**src/logic/dwc_pkg.sv**
```systemverilog
// Shared widths, channel payload types and burst helpers for the 32-to-64 bit
// AXI upsizer. The write path, the read path, the top level and the testbench
// all import this package.
package dwc_pkg;

  localparam int unsigned SLV_DATA_W = 32;
  localparam int unsigned MST_DATA_W = 64;
  localparam int unsigned SLV_STRB_W = SLV_DATA_W / 8;
  localparam int unsigned MST_STRB_W = MST_DATA_W / 8;
  localparam int unsigned ADDR_W     = 32;

  // Size code of one full wide beat (8 bytes)
  localparam logic [2:0] MST_MAX_SIZE = 3'd3;

  localparam logic [1:0] BURST_FIXED = 2'b00;
  localparam logic [1:0] BURST_INCR  = 2'b01;
  localparam logic [1:0] BURST_WRAP  = 2'b10;

  localparam int unsigned CACHE_MODIFIABLE_BIT = 1;

  // AW and AR request, same layout on both sides
  typedef struct packed {
    logic [ADDR_W-1:0] addr;
    logic [7:0]        len;
    logic [2:0]        size;
    logic [1:0]        burst;
    logic [3:0]        cache;
  } dwc_ax_t;

  typedef struct packed {
    logic [SLV_DATA_W-1:0] data;
    logic [SLV_STRB_W-1:0] strb;
    logic                  last;
  } dwc_slv_w_t;

  typedef struct packed {
    logic [MST_DATA_W-1:0] data;
    logic [MST_STRB_W-1:0] strb;
    logic                  last;
  } dwc_mst_w_t;

  typedef struct packed {
    logic [SLV_DATA_W-1:0] data;
    logic [1:0]            resp;
    logic                  last;
  } dwc_slv_r_t;

  typedef struct packed {
    logic [MST_DATA_W-1:0] data;
    logic [1:0]            resp;
    logic                  last;
  } dwc_mst_r_t;

  typedef struct packed {
    logic [1:0] resp;
  } dwc_b_t;

  function automatic logic [ADDR_W-1:0] aligned_addr(input logic [ADDR_W-1:0] addr,
                                                     input logic [2:0]        size);
    return (addr >> size) << size;
  endfunction

  // Wide burst length covering every byte of the narrow burst
  function automatic logic [7:0] upsized_len(input logic [ADDR_W-1:0] addr,
                                             input logic [2:0]        size,
                                             input logic [7:0]        len);
    logic [ADDR_W-1:0] start_addr;
    logic [ADDR_W-1:0] end_addr;
    logic [ADDR_W-1:0] span;
    start_addr = aligned_addr(addr, MST_MAX_SIZE);
    end_addr   = aligned_addr(aligned_addr(addr, size) + (ADDR_W'(len) << size), MST_MAX_SIZE);
    span       = (end_addr - start_addr) >> MST_MAX_SIZE;
    return span[7:0];
  endfunction

  function automatic logic is_upsizable(input dwc_ax_t ax);
    return (ax.burst == BURST_INCR) && ax.cache[CACHE_MODIFIABLE_BIT] && (ax.len != 8'd0);
  endfunction

  // Address of the following narrow beat; WRAP steps like INCR here
  function automatic logic [ADDR_W-1:0] next_addr(input logic [ADDR_W-1:0] addr,
                                                  input logic [2:0]        size,
                                                  input logic [1:0]        burst);
    if (burst == BURST_FIXED) begin
      return addr;
    end
    return aligned_addr(addr, size) + (ADDR_W'(1) << size);
  endfunction

  // True when wide byte lane belongs to the beat at addr of the given size
  function automatic logic lane_in_beat(input logic [2:0]        lane,
                                        input logic [ADDR_W-1:0] addr,
                                        input logic [2:0]        size);
    return (lane >> size) == (addr[2:0] >> size);
  endfunction

endpackage
```
**src/logic/dwc_upsizer.sv**
```systemverilog
// AXI data-width upsizer from a 32-bit master to a 64-bit slave.
// One write and one read burst in flight; B passes straight through.
`timescale 1ns/100ps

module dwc_upsizer
  import dwc_pkg::*;
(
  input  logic       clk_i,
  input  logic       rst_ni,
  // Narrow side, driven by the outside master
  input  dwc_ax_t    slv_aw_i,
  input  logic       slv_aw_valid_i,
  output logic       slv_aw_ready_o,
  input  dwc_slv_w_t slv_w_i,
  input  logic       slv_w_valid_i,
  output logic       slv_w_ready_o,
  output dwc_b_t     slv_b_o,
  output logic       slv_b_valid_o,
  input  logic       slv_b_ready_i,
  input  dwc_ax_t    slv_ar_i,
  input  logic       slv_ar_valid_i,
  output logic       slv_ar_ready_o,
  output dwc_slv_r_t slv_r_o,
  output logic       slv_r_valid_o,
  input  logic       slv_r_ready_i,
  // Wide side, facing the outside slave
  output dwc_ax_t    mst_aw_o,
  output logic       mst_aw_valid_o,
  input  logic       mst_aw_ready_i,
  output dwc_mst_w_t mst_w_o,
  output logic       mst_w_valid_o,
  input  logic       mst_w_ready_i,
  input  dwc_b_t     mst_b_i,
  input  logic       mst_b_valid_i,
  output logic       mst_b_ready_o,
  output dwc_ax_t    mst_ar_o,
  output logic       mst_ar_valid_o,
  input  logic       mst_ar_ready_i,
  input  dwc_mst_r_t mst_r_i,
  input  logic       mst_r_valid_i,
  output logic       mst_r_ready_o
);

  dwc_write_packer u_write (
    .clk_i         (clk_i),
    .rst_ni        (rst_ni),
    .slv_aw_i      (slv_aw_i),
    .slv_aw_valid_i(slv_aw_valid_i),
    .slv_aw_ready_o(slv_aw_ready_o),
    .slv_w_i       (slv_w_i),
    .slv_w_valid_i (slv_w_valid_i),
    .slv_w_ready_o (slv_w_ready_o),
    .mst_aw_o      (mst_aw_o),
    .mst_aw_valid_o(mst_aw_valid_o),
    .mst_aw_ready_i(mst_aw_ready_i),
    .mst_w_o       (mst_w_o),
    .mst_w_valid_o (mst_w_valid_o),
    .mst_w_ready_i (mst_w_ready_i)
  );

  dwc_read_unpacker u_read (
    .clk_i         (clk_i),
    .rst_ni        (rst_ni),
    .slv_ar_i      (slv_ar_i),
    .slv_ar_valid_i(slv_ar_valid_i),
    .slv_ar_ready_o(slv_ar_ready_o),
    .slv_r_o       (slv_r_o),
    .slv_r_valid_o (slv_r_valid_o),
    .slv_r_ready_i (slv_r_ready_i),
    .mst_ar_o      (mst_ar_o),
    .mst_ar_valid_o(mst_ar_valid_o),
    .mst_ar_ready_i(mst_ar_ready_i),
    .mst_r_i       (mst_r_i),
    .mst_r_valid_i (mst_r_valid_i),
    .mst_r_ready_o (mst_r_ready_o)
  );

  // Write response needs no conversion
  assign slv_b_o       = mst_b_i;
  assign slv_b_valid_o = mst_b_valid_i;
  assign mst_b_ready_o = slv_b_ready_i;

endmodule

```
**src/logic/dwc_read_unpacker.sv**
```systemverilog
// Read path of the upsizer. Registers one AR request, rewrites it for the
// wide bus and hands each wide R beat out as one or more narrow beats.
`timescale 1ns/100ps

module dwc_read_unpacker
  import dwc_pkg::*;
(
  input  logic       clk_i,
  input  logic       rst_ni,
  input  dwc_ax_t    slv_ar_i,
  input  logic       slv_ar_valid_i,
  output logic       slv_ar_ready_o,
  output dwc_slv_r_t slv_r_o,
  output logic       slv_r_valid_o,
  input  logic       slv_r_ready_i,
  output dwc_ax_t    mst_ar_o,
  output logic       mst_ar_valid_o,
  input  logic       mst_ar_ready_i,
  input  dwc_mst_r_t mst_r_i,
  input  logic       mst_r_valid_i,
  output logic       mst_r_ready_o
);

  typedef enum logic [1:0] {
    R_IDLE,
    R_PASSTHROUGH,
    R_UPSIZE
  } r_state_e;

  r_state_e          state_q;
  logic              ar_valid_q;
  // Narrow beats still to be returned
  logic [8:0]        cnt_q;

  dwc_ax_t           ar_q;
  logic [ADDR_W-1:0] addr_q;
  logic [2:0]        size_q;
  logic [1:0]        burst_q;

  logic              ar_hs;
  logic              r_hs;
  logic              active;
  logic [ADDR_W-1:0] addr_next;
  logic              word_used;
  dwc_ax_t           ar_rewritten;

  assign slv_ar_ready_o = (state_q == R_IDLE);
  assign ar_hs          = slv_ar_valid_i && slv_ar_ready_o;
  assign active         = (state_q != R_IDLE) && !ar_valid_q;

  // No register on R, narrow beat is valid with the wide one
  assign slv_r_valid_o = active && mst_r_valid_i;
  assign r_hs          = slv_r_valid_o && slv_r_ready_i;

  assign addr_next = next_addr(addr_q, size_q, burst_q);
  assign word_used = (state_q == R_PASSTHROUGH) || (cnt_q == 9'd1) ||
                     (aligned_addr(addr_next, MST_MAX_SIZE) != aligned_addr(addr_q, MST_MAX_SIZE));

  // Release the wide beat once its last narrow part is taken
  assign mst_r_ready_o = r_hs && word_used;

  always_comb begin
    ar_rewritten = slv_ar_i;
    if (is_upsizable(slv_ar_i)) begin
      ar_rewritten.len  = upsized_len(slv_ar_i.addr, slv_ar_i.size, slv_ar_i.len);
      ar_rewritten.size = MST_MAX_SIZE;
    end
  end

  // Steer the active half of the wide word onto the narrow lanes
  always_comb begin
    int unsigned lane;
    slv_r_o = '0;
    for (int n = 0; n < SLV_STRB_W; n++) begin
      lane = addr_q[2] ? n + SLV_STRB_W : n;
      if (lane_in_beat(3'(lane), addr_q, size_q)) begin
        slv_r_o.data[8*n +: 8] = mst_r_i.data[8*lane +: 8];
      end
    end
    slv_r_o.resp = mst_r_i.resp;
    slv_r_o.last = (cnt_q == 9'd1);
  end

  always_ff @(posedge clk_i or negedge rst_ni) begin
    if (!rst_ni) begin
      state_q    <= R_IDLE;
      ar_valid_q <= 1'b0;
      cnt_q      <= '0;
    end else if (ar_hs) begin
      state_q    <= is_upsizable(slv_ar_i) ? R_UPSIZE : R_PASSTHROUGH;
      ar_valid_q <= 1'b1;
      cnt_q      <= {1'b0, slv_ar_i.len} + 9'd1;
    end else begin
      if (ar_valid_q && mst_ar_ready_i) begin
        ar_valid_q <= 1'b0;
      end
      if (r_hs) begin
        cnt_q <= cnt_q - 9'd1;
        if (cnt_q == 9'd1) begin
          state_q <= R_IDLE;
        end
      end
    end
  end

  always_ff @(posedge clk_i) begin
    if (ar_hs) begin
      ar_q    <= ar_rewritten;
      addr_q  <= slv_ar_i.addr;
      size_q  <= slv_ar_i.size;
      burst_q <= slv_ar_i.burst;
    end else if (r_hs) begin
      addr_q <= addr_next;
    end
  end

  assign mst_ar_o       = ar_q;
  assign mst_ar_valid_o = ar_valid_q;

  // The final narrow beat has to come out of the wide slave's final beat
  a_last_in_last_wide : assert property (
    @(posedge clk_i) disable iff (!rst_ni)
    (slv_r_valid_o && slv_r_o.last) |-> mst_r_i.last
  );

endmodule

```
**src/logic/dwc_write_packer.sv**
```systemverilog
// Write path of the upsizer. Registers one AW request, rewrites it for the
// wide bus and packs the narrow W beats into wide beats with strobes.
`timescale 1ns/100ps

module dwc_write_packer
  import dwc_pkg::*;
(
  input  logic       clk_i,
  input  logic       rst_ni,
  input  dwc_ax_t    slv_aw_i,
  input  logic       slv_aw_valid_i,
  output logic       slv_aw_ready_o,
  input  dwc_slv_w_t slv_w_i,
  input  logic       slv_w_valid_i,
  output logic       slv_w_ready_o,
  output dwc_ax_t    mst_aw_o,
  output logic       mst_aw_valid_o,
  input  logic       mst_aw_ready_i,
  output dwc_mst_w_t mst_w_o,
  output logic       mst_w_valid_o,
  input  logic       mst_w_ready_i
);

  typedef enum logic [1:0] {
    W_IDLE,
    W_PASSTHROUGH,
    W_UPSIZE
  } w_state_e;

  w_state_e          state_q;
  logic              aw_valid_q;
  logic              w_valid_q;
  // Narrow beats still to be accepted
  logic [8:0]        cnt_q;

  dwc_ax_t           aw_q;
  logic [ADDR_W-1:0] addr_q;
  logic [2:0]        size_q;
  logic [1:0]        burst_q;
  dwc_mst_w_t        w_q;

  logic              aw_hs;
  logic              w_hs;
  logic              mst_w_hs;
  logic [ADDR_W-1:0] addr_next;
  logic              word_full;
  dwc_ax_t           aw_rewritten;
  dwc_mst_w_t        w_packed;

  assign slv_aw_ready_o = (state_q == W_IDLE);
  assign aw_hs          = slv_aw_valid_i && slv_aw_ready_o;
  assign mst_w_hs       = w_valid_q && mst_w_ready_i;

  // Data flows only after the wide AW is gone and the wide register has room
  assign slv_w_ready_o = (state_q != W_IDLE) && !aw_valid_q && (cnt_q != 9'd0) &&
                         (!w_valid_q || mst_w_ready_i);
  assign w_hs          = slv_w_valid_i && slv_w_ready_o;

  assign addr_next = next_addr(addr_q, size_q, burst_q);
  assign word_full = (state_q == W_PASSTHROUGH) || (cnt_q == 9'd1) ||
                     (aligned_addr(addr_next, MST_MAX_SIZE) != aligned_addr(addr_q, MST_MAX_SIZE));

  always_comb begin
    aw_rewritten = slv_aw_i;
    if (is_upsizable(slv_aw_i)) begin
      aw_rewritten.len  = upsized_len(slv_aw_i.addr, slv_aw_i.size, slv_aw_i.len);
      aw_rewritten.size = MST_MAX_SIZE;
    end
  end

  // Merge the narrow beat into the wide word, fresh word if the old one drains
  always_comb begin
    w_packed = w_valid_q ? '0 : w_q;
    for (int b = 0; b < MST_STRB_W; b++) begin
      if (lane_in_beat(3'(b), addr_q, size_q)) begin
        w_packed.data[8*b +: 8] = slv_w_i.data[8*(b % SLV_STRB_W) +: 8];
        w_packed.strb[b]        = slv_w_i.strb[b % SLV_STRB_W];
      end
    end
    w_packed.last = (cnt_q == 9'd1);
  end

  always_ff @(posedge clk_i or negedge rst_ni) begin
    if (!rst_ni) begin
      state_q    <= W_IDLE;
      aw_valid_q <= 1'b0;
      w_valid_q  <= 1'b0;
      cnt_q      <= '0;
    end else if (aw_hs) begin
      state_q    <= is_upsizable(slv_aw_i) ? W_UPSIZE : W_PASSTHROUGH;
      aw_valid_q <= 1'b1;
      cnt_q      <= {1'b0, slv_aw_i.len} + 9'd1;
    end else begin
      if (aw_valid_q && mst_aw_ready_i) begin
        aw_valid_q <= 1'b0;
      end
      if (w_hs) begin
        cnt_q     <= cnt_q - 9'd1;
        w_valid_q <= word_full;
      end else if (mst_w_hs) begin
        w_valid_q <= 1'b0;
      end
      // Final wide beat leaves, idle from the next cycle
      if (mst_w_hs && w_q.last) begin
        state_q <= W_IDLE;
      end
    end
  end

  always_ff @(posedge clk_i) begin
    if (aw_hs) begin
      aw_q    <= aw_rewritten;
      addr_q  <= slv_aw_i.addr;
      size_q  <= slv_aw_i.size;
      burst_q <= slv_aw_i.burst;
      w_q     <= '0;
    end else if (w_hs) begin
      addr_q <= addr_next;
      w_q    <= w_packed;
    end else if (mst_w_hs) begin
      w_q <= '0;
    end
  end

  assign mst_aw_o       = aw_q;
  assign mst_aw_valid_o = aw_valid_q;
  assign mst_w_o        = w_q;
  assign mst_w_valid_o  = w_valid_q;

  // Last wide beat only once every narrow beat has been taken
  a_last_after_all_beats : assert property (
    @(posedge clk_i) disable iff (!rst_ni)
    (mst_w_valid_o && mst_w_o.last) |-> (cnt_q == 9'd0)
  );

endmodule

```
**config.mk**
```make
export PLATFORM = sky130hd
export DESIGN_NAME = dwc_upsizer
export DESIGN_NICKNAME = d
export VERILOG_FILES = /design/src/logic/dwc_pkg.sv /design/src/logic/dwc_upsizer.sv /design/src/logic/dwc_read_unpacker.sv /design/src/logic/dwc_write_packer.sv
export SDC_FILE = /design/constraint.sdc
export NUM_CORES = 1
export LEC_CHECK = 0
export ABC_AREA = 1
export BUFFER_PORTS_ARGS = -buffer_cell sky130_fd_sc_hd__buf_2
export CAP_MARGIN = 20
export CORE_ASPECT_RATIO = 1.2
export CORE_MARGIN = 1.5
export CORE_UTILIZATION = 41
export CTS_BUF_LIST = sky130_fd_sc_hd__clkbuf_8
export DETAILED_ROUTE_END_ITERATION = 8
export GPL_TIMING_DRIVEN = 0
export PLACE_DENSITY = 0.72
export SLEW_MARGIN = 20
export SYNTH_ARGS = -nofsm -noshare
export SYNTH_HDL_FRONTEND = slang
export SYNTH_SLANG_ARGS = --single-unit
```
**constraint.sdc**
```tcl
create_clock -name clk_i -period 10.7 [get_ports clk_i]
set_input_delay 2.14 -clock clk_i [delete_from_list [all_inputs] [get_ports clk_i]]
set_output_delay 2.14 -clock clk_i [all_outputs]
set_load 0.01 [all_outputs]
```
; Yosys cells after proc, flatten, opt, wreduce, memory -nomap -nowiden
; Cells that the tools add are included.
[op_classes]
n_eq_ne = 30
n_addsub = 10
n_reduce_logical = 54
shift = 30
mux = 56
bitwise_logic = 1
[ops]
columns = operator, n
row1 = two-way mux 32 bit, 8
row2 = indexed part select 64 x 33 -> 8 bit, 4
row3 = two-way mux 73 bit, 3
row4 = >> shifter 32 x 3 -> 32 bit, 4
row5 = two-way mux 8 bit, 12
row6 = adder 32 bit, 2
row7 = left shift 1 x 3 -> 32 bit (first input constant), 2
row8 = left shift 32 x 3 -> 11 bit, 2
row9 = left shift 32 x 3 -> 32 bit, 2
row10 = != test 29 bit, 2
row11 = equality test 3 bit, 12
row12 = two-way mux 9 bit, 4
row13 = != test 3 x 2 -> 1 bit (second input constant), 10
row14 = AND reduction 2 bit, 12
row15 = adder 11 bit, 2
row16 = two-way mux 11 bit, 2
row17 = left shift 8 x 3 -> 11 bit, 2
row18 = subtractor 11 bit, 2
row19 = adder 8 x 1 -> 9 bit (second input constant), 2
row20 = equality test 9 x 1 -> 1 bit (second input constant), 2
row21 = logical AND 1 bit, 18
row22 = nonzero test 2 bit, 9
row23 = >> shifter 3 x 3 -> 3 bit, 6
row24 = subtractor 9 x 1 -> 9 bit (second input constant), 2
row25 = 13 further kinds, 55
[word_totals]
wordCells = 221
ff_bits = 266

; Longest topological paths before layout
[depth]
word_depth = 7
mapped_depth = 36

; By module
; A second synthesis with hierarchy kept.
[hier_totals]
hier_cells = 2221
hier_area_um2 = 15877.7
[by_module_without_submodules]
columns = mod, cells_per_inst, area_per_inst_um2, seq_area_each_um2, instances
row1 = dwc_write_packer, 1234, 9093.7, 3768.6, 1
row2 = dwc_read_unpacker, 983, 6754.0, 2282.2, 1
row3 = dwc_upsizer, 4, 30.0, 0.0, 1

; Least setup slack after synthesis
; No wires, ideal clock.
[synth_timing]
kind = in2reg
start = input port slv_aw_i[6] (netlist name)
end = register u_write.aw_q, in the netlist u_write.mst_aw_o[16] (data pin)
path_slack_ns = 4.988
path_stages = 31
arrival_time_ns = 5.459
t_required_ns = 10.447
setup_time_ns = 0.253
path_buffers = 2
path_cell_list = buf_2 > buf_2 > o21ai_0 > nand2_1 > o211ai_1 > nand3_1 > inv_1 > nand2_1 > o21ai_0 > nand2_1 > nand3_1 > o21ai_0 > ha_1 > a21oi_1 > o21ai_0 > inv_1 > nor2_1 > a2111oi_0 > nand2_1 > nand2_1 > nand2_1 > ha_1 > a21oi_1 > o21a_1 > nand3_1 > nand2_1 > nand3_1 > nand2_1 > nand2_1 > nand3_1 > nand2_1
[synth_rtl]
columns = element, line
row1 = "start, declared", dwc_upsizer.sv:11  ; input dwc_ax_t slv_aw_i,
row2 = "end signal, assigned", dwc_write_packer.sv:112  ; aw_q <= aw_rewritten;
row3 = "end, declared", dwc_write_packer.sv:36  ; dwc_ax_t aw_q;

; Worst setup path after layout
[layout_timing]
start = register u_read.size_q[0]
end = output port mst_r_ready_o
[layout_between]
elab_chain_len = 7
[layout_rtl]
columns = element, line
row1 = "start, declared", dwc_read_unpacker.sv:37  ; logic [2:0] size_q;
row2 = "start signal, assigned", dwc_read_unpacker.sv:110  ; size_q <= slv_ar_i.size;
row3 = >> shifter 32 x 3 -> 32 bit, dwc_pkg.sv:60  ; return (addr >> size) << size;
row4 = left shift 32 x 3 -> 32 bit, dwc_pkg.sv:60
row5 = adder 32 bit (*), dwc_pkg.sv:87  ; return aligned_addr(addr, size) + (ADDR_W'(1) << size);
row6 = two-way mux 32 bit (*), dwc_pkg.sv:87
row7 = != test 29 bit (*), dwc_read_unpacker.sv:57  ; (aligned_addr(addr_next, MST_MAX_SIZE) != aligned_addr(addr_q, MST_MAX_SIZE));
row8 = logical OR 1 bit (*), dwc_read_unpacker.sv:56  ; assign word_used = (state_q == R_PASSTHROUGH) || (cnt_q == 9'd1) ||
row9 = logical AND 1 bit (*), dwc_read_unpacker.sv:60  ; assign mst_r_ready_o = r_hs && word_used;
row10 = "end, declared", dwc_upsizer.sv:41  ; output logic mst_r_ready_o
; Mark *: on every way between the ends. The rest lies on a longest branch, timed or not.

==> results.py <==
metrics = {
    "status": {
        "status": "finished, final reports clean",
    },
    "logic_synthesis": {
        "synthMostInstantiatedCell": "sky130_fd_sc_hd__nand2_1",
        "synthesis.yosys.warnings": 0,
        "synth_top_cell_area_share_pct": 25.3,
        "synth-compound-area-share_pct": 17.1,
        "synth_xor_xnor_area_share_pct": 1.85,
        "syn-mean-instance-area_um2": 7.18,
        "synth_common_cells": "sky130_fd_sc_hd__nand2_1 (638), sky130_fd_sc_hd__inv_1 (213), sky130_fd_sc_hd__o21ai_0 (196)",
        "yosys_register_bits": 230,
        "yosys.area_share.simple_pct": 27.8,
        "synth-edff-count": 132,
        "asyncSetResetFlopFracSynth_pct": 10.9,
        "synthDominantAreaCellType": "sky130_fd_sc_hd__edfxtp_1",
        "synth.yosys.seq_area_share_pct": 38.6,
        "postSynthCellCount": 2181,
        "mappedNetlistNets": 2462,
        "synth.area.mux_share_pct": 0.320,
        "synth-main-ff-cell": "sky130_fd_sc_hd__edfxtp_1",
        "mappedNetlistArea_mm2": 0.0157,
        "synth_area_leaders": "sky130_fd_sc_hd__edfxtp_1 (25%), sky130_fd_sc_hd__nand2_1 (15%), sky130_fd_sc_hd__dfxtp_1 (9.3%), sky130_fd_sc_hd__o21ai_0 (6.3%), sky130_fd_sc_hd__nand3_1 (5.7%)",
        "synth_top_family_by_area": "simple AND/OR/NAND/NOR gates",
        "synthAdderAreaFrac_pct": 5.39,
        "yosys.cell_types.count": 55,
    },
    "critical_path": {
        "path_delay_family": "simple AND/OR/NAND/NOR gates",
        "critPathCaptureType": "primary output",
        "worst-path-stages": 26,
        "setup.reg_to_reg.worst_slack_ns": 6.77,
        "arrival_ns": 4.42,
        "timing.critical_path.buf_inv": 5,
        "worstRegToRegCells": 23,
        "timing.critical_path.slowest_stage_cell": "sky130_fd_sc_hd__edfxtp_1",
        "max_stage_delay_ns": 0.39,
        "crit_path_frequent_cell": "sky130_fd_sc_hd__nand2_1",
        "end_of_the_critical_path": "mst_r_ready_o",
        "crit-reg2reg-capture": "u_write.addr_q[13]",
        "cp_max_fo": 10,
        "critical_path_class": "flop to primary output",
        "crit_path_start_kind": "flop",
        "rr_startpoint": "u_write.size_q[0]",
        "worst_ep_required_time_ns": 8.56,
        "timing.critical_path.from": "u_read.size_q[0]",
    },
    "global_route": {
        "grt_first_pass_wirelength_mm": 82.7,
        "grt_start_max_net_pins": 55,
        "globalRouteTotalUtil_pct": 26.4,
        "overflow_after_grt": 0,
        "first_global_vias": 15852,
        "antenna_violations_before_repair": 4,
    },
    "timing": {
        "final.period_utilization_pct": 61.3,
        "finalMaxSlewViolations": 0,
        "period_needed_ns": 6.56,
        "finalHoldWorstSlack_ns": 0.458,
        "clock.fmax_mhz": 152,
        "timing.final.ws_setup_ns": 4.14,
        "fin_tns_setup_ns": 0,
        "worst_pin_slew_ns": 0.999,
        "finClkSkew_ns": 0.0262,
        "setup_viol": 0,
        "setup_repair_after_global_routing_missed_its_margin": "no",
        "slew_headroom_pct": 33.4,
        "timing.final.hold_violations": 0,
    },
    "route": {
        "route.antenna.remaining_nets": 0,
        "first_iter_violations": 1126,
        "drc_markers": 0,
        "post_drt_wl_per_cell_um": 17.0,
        "post_drt_via_cell_ratio": 5.30,
        "vias": 16742,
        "detail_route.first_pass.iterations": 5,
        "drt-total-wl_mm": 53.8,
    },
    "clocking": {
        "h-tree-depth": 2,
        "ctsLongestPathBuffers": 3,
        "cts.reportedPaths.clkPinSlew_ns": 0.06,
        "tritoncts": "done",
        "postCtsSetupRepairBufs": 0,
        "postCtsHoldBufs": 0,
        "clock_sink_count": 230,
        "cts.repair.resized": 0,
        "clock_insertion_delay_worst_skew_ns": 0.58,
        "ctsRootBufferMaster": "sky130_fd_sc_hd__clkbuf_8",
        "cts_inserted_buffers": 40,
    },
    "finish": {
        "syn_to_final_growth_pct": 22.7,
        "design.final.nets": 2929,
        "fillerInstances": 3737,
        "stdcell_count": 3159,
        "final_standard_cell_utilization_of_the_core_pct": 50.9,
        "layout-drive-gt1-share_pct": 21.1,
    },
    "floorplanning": {
        "fp.dieH_um": 217,
        "initial_core_util_pct": 41.5,
        "number_of_ports_placed_on_the_die_boundary": 434,
        "core.rowCount": 78,
        "design.die.area_mm2": 0.0394,
        "coreArea_mm2": 0.0378,
        "die_w_um": 181,
    },
    "flow_run": {
        "max-cap-violations": 0,
    },
    "power": {
        "worst_ir_drop_vdd_mv": 0.0832,
        "power_density_mw_per_mm2": 133,
        "leakage_nw": 9.26,
    },
    "worst_hold_path": {
        "hold_class": "flop to flop",
        "hold_path_depth": 2,
    },
    "place": {
        "io_buffers": 424,
        "detailedPlacementHpwl_mm": 43.1,
        "global_placer_s_final_weighted_congestion": 0.990,
        "post-place-ws_ns": 4.12,
        "dp_cells": 3086,
    },
}
-- worst min path at each step --
stage | slack, ns | startpoint | end
floorplan | 0.48 | u_write.mst_w_o[26] | u_write.mst_w_o[26]
global placement | 0.45 | u_write.mst_w_o[53] | u_write.mst_w_o[53]
detailed placement | 0.45 | u_write.mst_w_o[52] | u_write.mst_w_o[52]
CTS | 0.46 | u_write.mst_w_o[52] | u_write.mst_w_o[52]
global route | 0.47 | u_write.mst_w_o[68] | u_write.mst_w_o[68]
finish | 0.46 | u_write.mst_w_o[52] | u_write.mst_w_o[52]
-- cells in the final DEF (no fill, tap or decap), types with 5 or more instances in the layout --
master	netlist	routed
sky130_fd_sc_hd__a21oi_1	162	162
sky130_fd_sc_hd__a31oi_1	9	9
sky130_fd_sc_hd__buf_1	9	9
sky130_fd_sc_hd__buf_2	20	444
sky130_fd_sc_hd__buf_4	12	12
sky130_fd_sc_hd__clkbuf_1	80	78
sky130_fd_sc_hd__clkbuf_8	0	45
sky130_fd_sc_hd__clkinv_1	3	6
sky130_fd_sc_hd__dfrtp_1	25	25
sky130_fd_sc_hd__dfxtp_1	73	73
sky130_fd_sc_hd__edfxtp_1	132	132
sky130_fd_sc_hd__ha_1	61	61
sky130_fd_sc_hd__inv_1	213	227
sky130_fd_sc_hd__inv_2	10	10
sky130_fd_sc_hd__mux2i_1	5	5
sky130_fd_sc_hd__nand2_1	638	638
sky130_fd_sc_hd__nand2_2	6	6
sky130_fd_sc_hd__nand3_1	179	179
sky130_fd_sc_hd__nand3b_1	8	8
sky130_fd_sc_hd__nand4_1	25	25
sky130_fd_sc_hd__nor2_1	125	125
sky130_fd_sc_hd__nor2_4	7	7
sky130_fd_sc_hd__nor3_1	13	13
sky130_fd_sc_hd__nor4_1	7	7
sky130_fd_sc_hd__o211ai_1	45	45
sky130_fd_sc_hd__o21ai_0	196	196
sky130_fd_sc_hd__o21ai_2	7	7
sky130_fd_sc_hd__o21ai_4	6	6
sky130_fd_sc_hd__o221ai_1	7	7
sky130_fd_sc_hd__o22ai_1	14	14
sky130_fd_sc_hd__or2_2	7	7
sky130_fd_sc_hd__xnor2_1	15	15
sky130_fd_sc_hd__xor2_1	18	18
-- metal layers --
layer  share of wire, %  vias to the layer above  global-route usage, %
li1                   -                     8257                      -
met1                 39                     7691                   29.5
met2                 50                      636                   47.7
met3                6.0                      156                   4.37
met4                5.2                        2                   14.7
met5              0.024                        -                      0
-- cells by family after synthesis --
family	Yosys count
AO/OA/AOI/OAI	471
XOR/XNOR	33
adder cells (fa/ha/maj)	65
buffers and inverters	349
flip-flops	230
multiplexers	5
AND/OR/NAND/NOR	1028
-- report_power, final --
part | leakage (nW) | total, mW | internal, mW | switching [mW]
clock | 0.451 | 0.811 | 0.436 | 0.375
combinational | 6.72 | 0.672 | 0.255 | 0.417
sequential | 2.09 | 1.08 | 1.02 | 0.0597
total | 9.26 | 2.56 | 1.71 | 0.851
-- registers in the layout (all words and copies together) (netlist names) --
name / cells
u_write.mst_w_o: 73
u_write.size_q: 3
u_write.mst_aw_valid_o: 1
u_write.state_q: 2
u_write.mst_w_valid_o: 1
u_read.state_q: 2
u_read.cnt_q: 9
u_read.mst_ar_o: 49
u_read.addr_q: 14
u_read.mst_ar_valid_o: 1
u_write.addr_q: 14
u_write.mst_aw_o: 49
u_write.cnt_q: 9
u_read.size_q: 3
-- worst min-delay path: stages (launching register included) --
cell and delay [ns]:
sky130_fd_sc_hd__dfxtp_1 0.31, sky130_fd_sc_hd__nand2_1 0.06, sky130_fd_sc_hd__a21oi_1 0.05
-- metrics by stage --
step | instance area, um2 | power [mW]
global placement | 18400 | 1.74
finish | 19200 | 2.56
floorplan | 15700 | 1.52
global route | 19200 | 2.70
CTS | 19200 | 2.57
detailed placement | 18400 | 1.76
-- final cells by class --
cell class	count	area [um2]	share of cell area (%)
Multi-Input combinational cell	1602	8210	42.7
Sequential cell	230	6050	31.5
Timing Repair Buffer	425	2150	11.2
Inverter	226	848	4.41
Clock buffer	45	619	3.22
Tap cell	480	601	3.13
Buffer	123	554	2.88
Clock inverter	25	171	0.892
Antenna cell	3	7.51	0.0391
No activity file was read; power rests on OpenSTA's default activity.
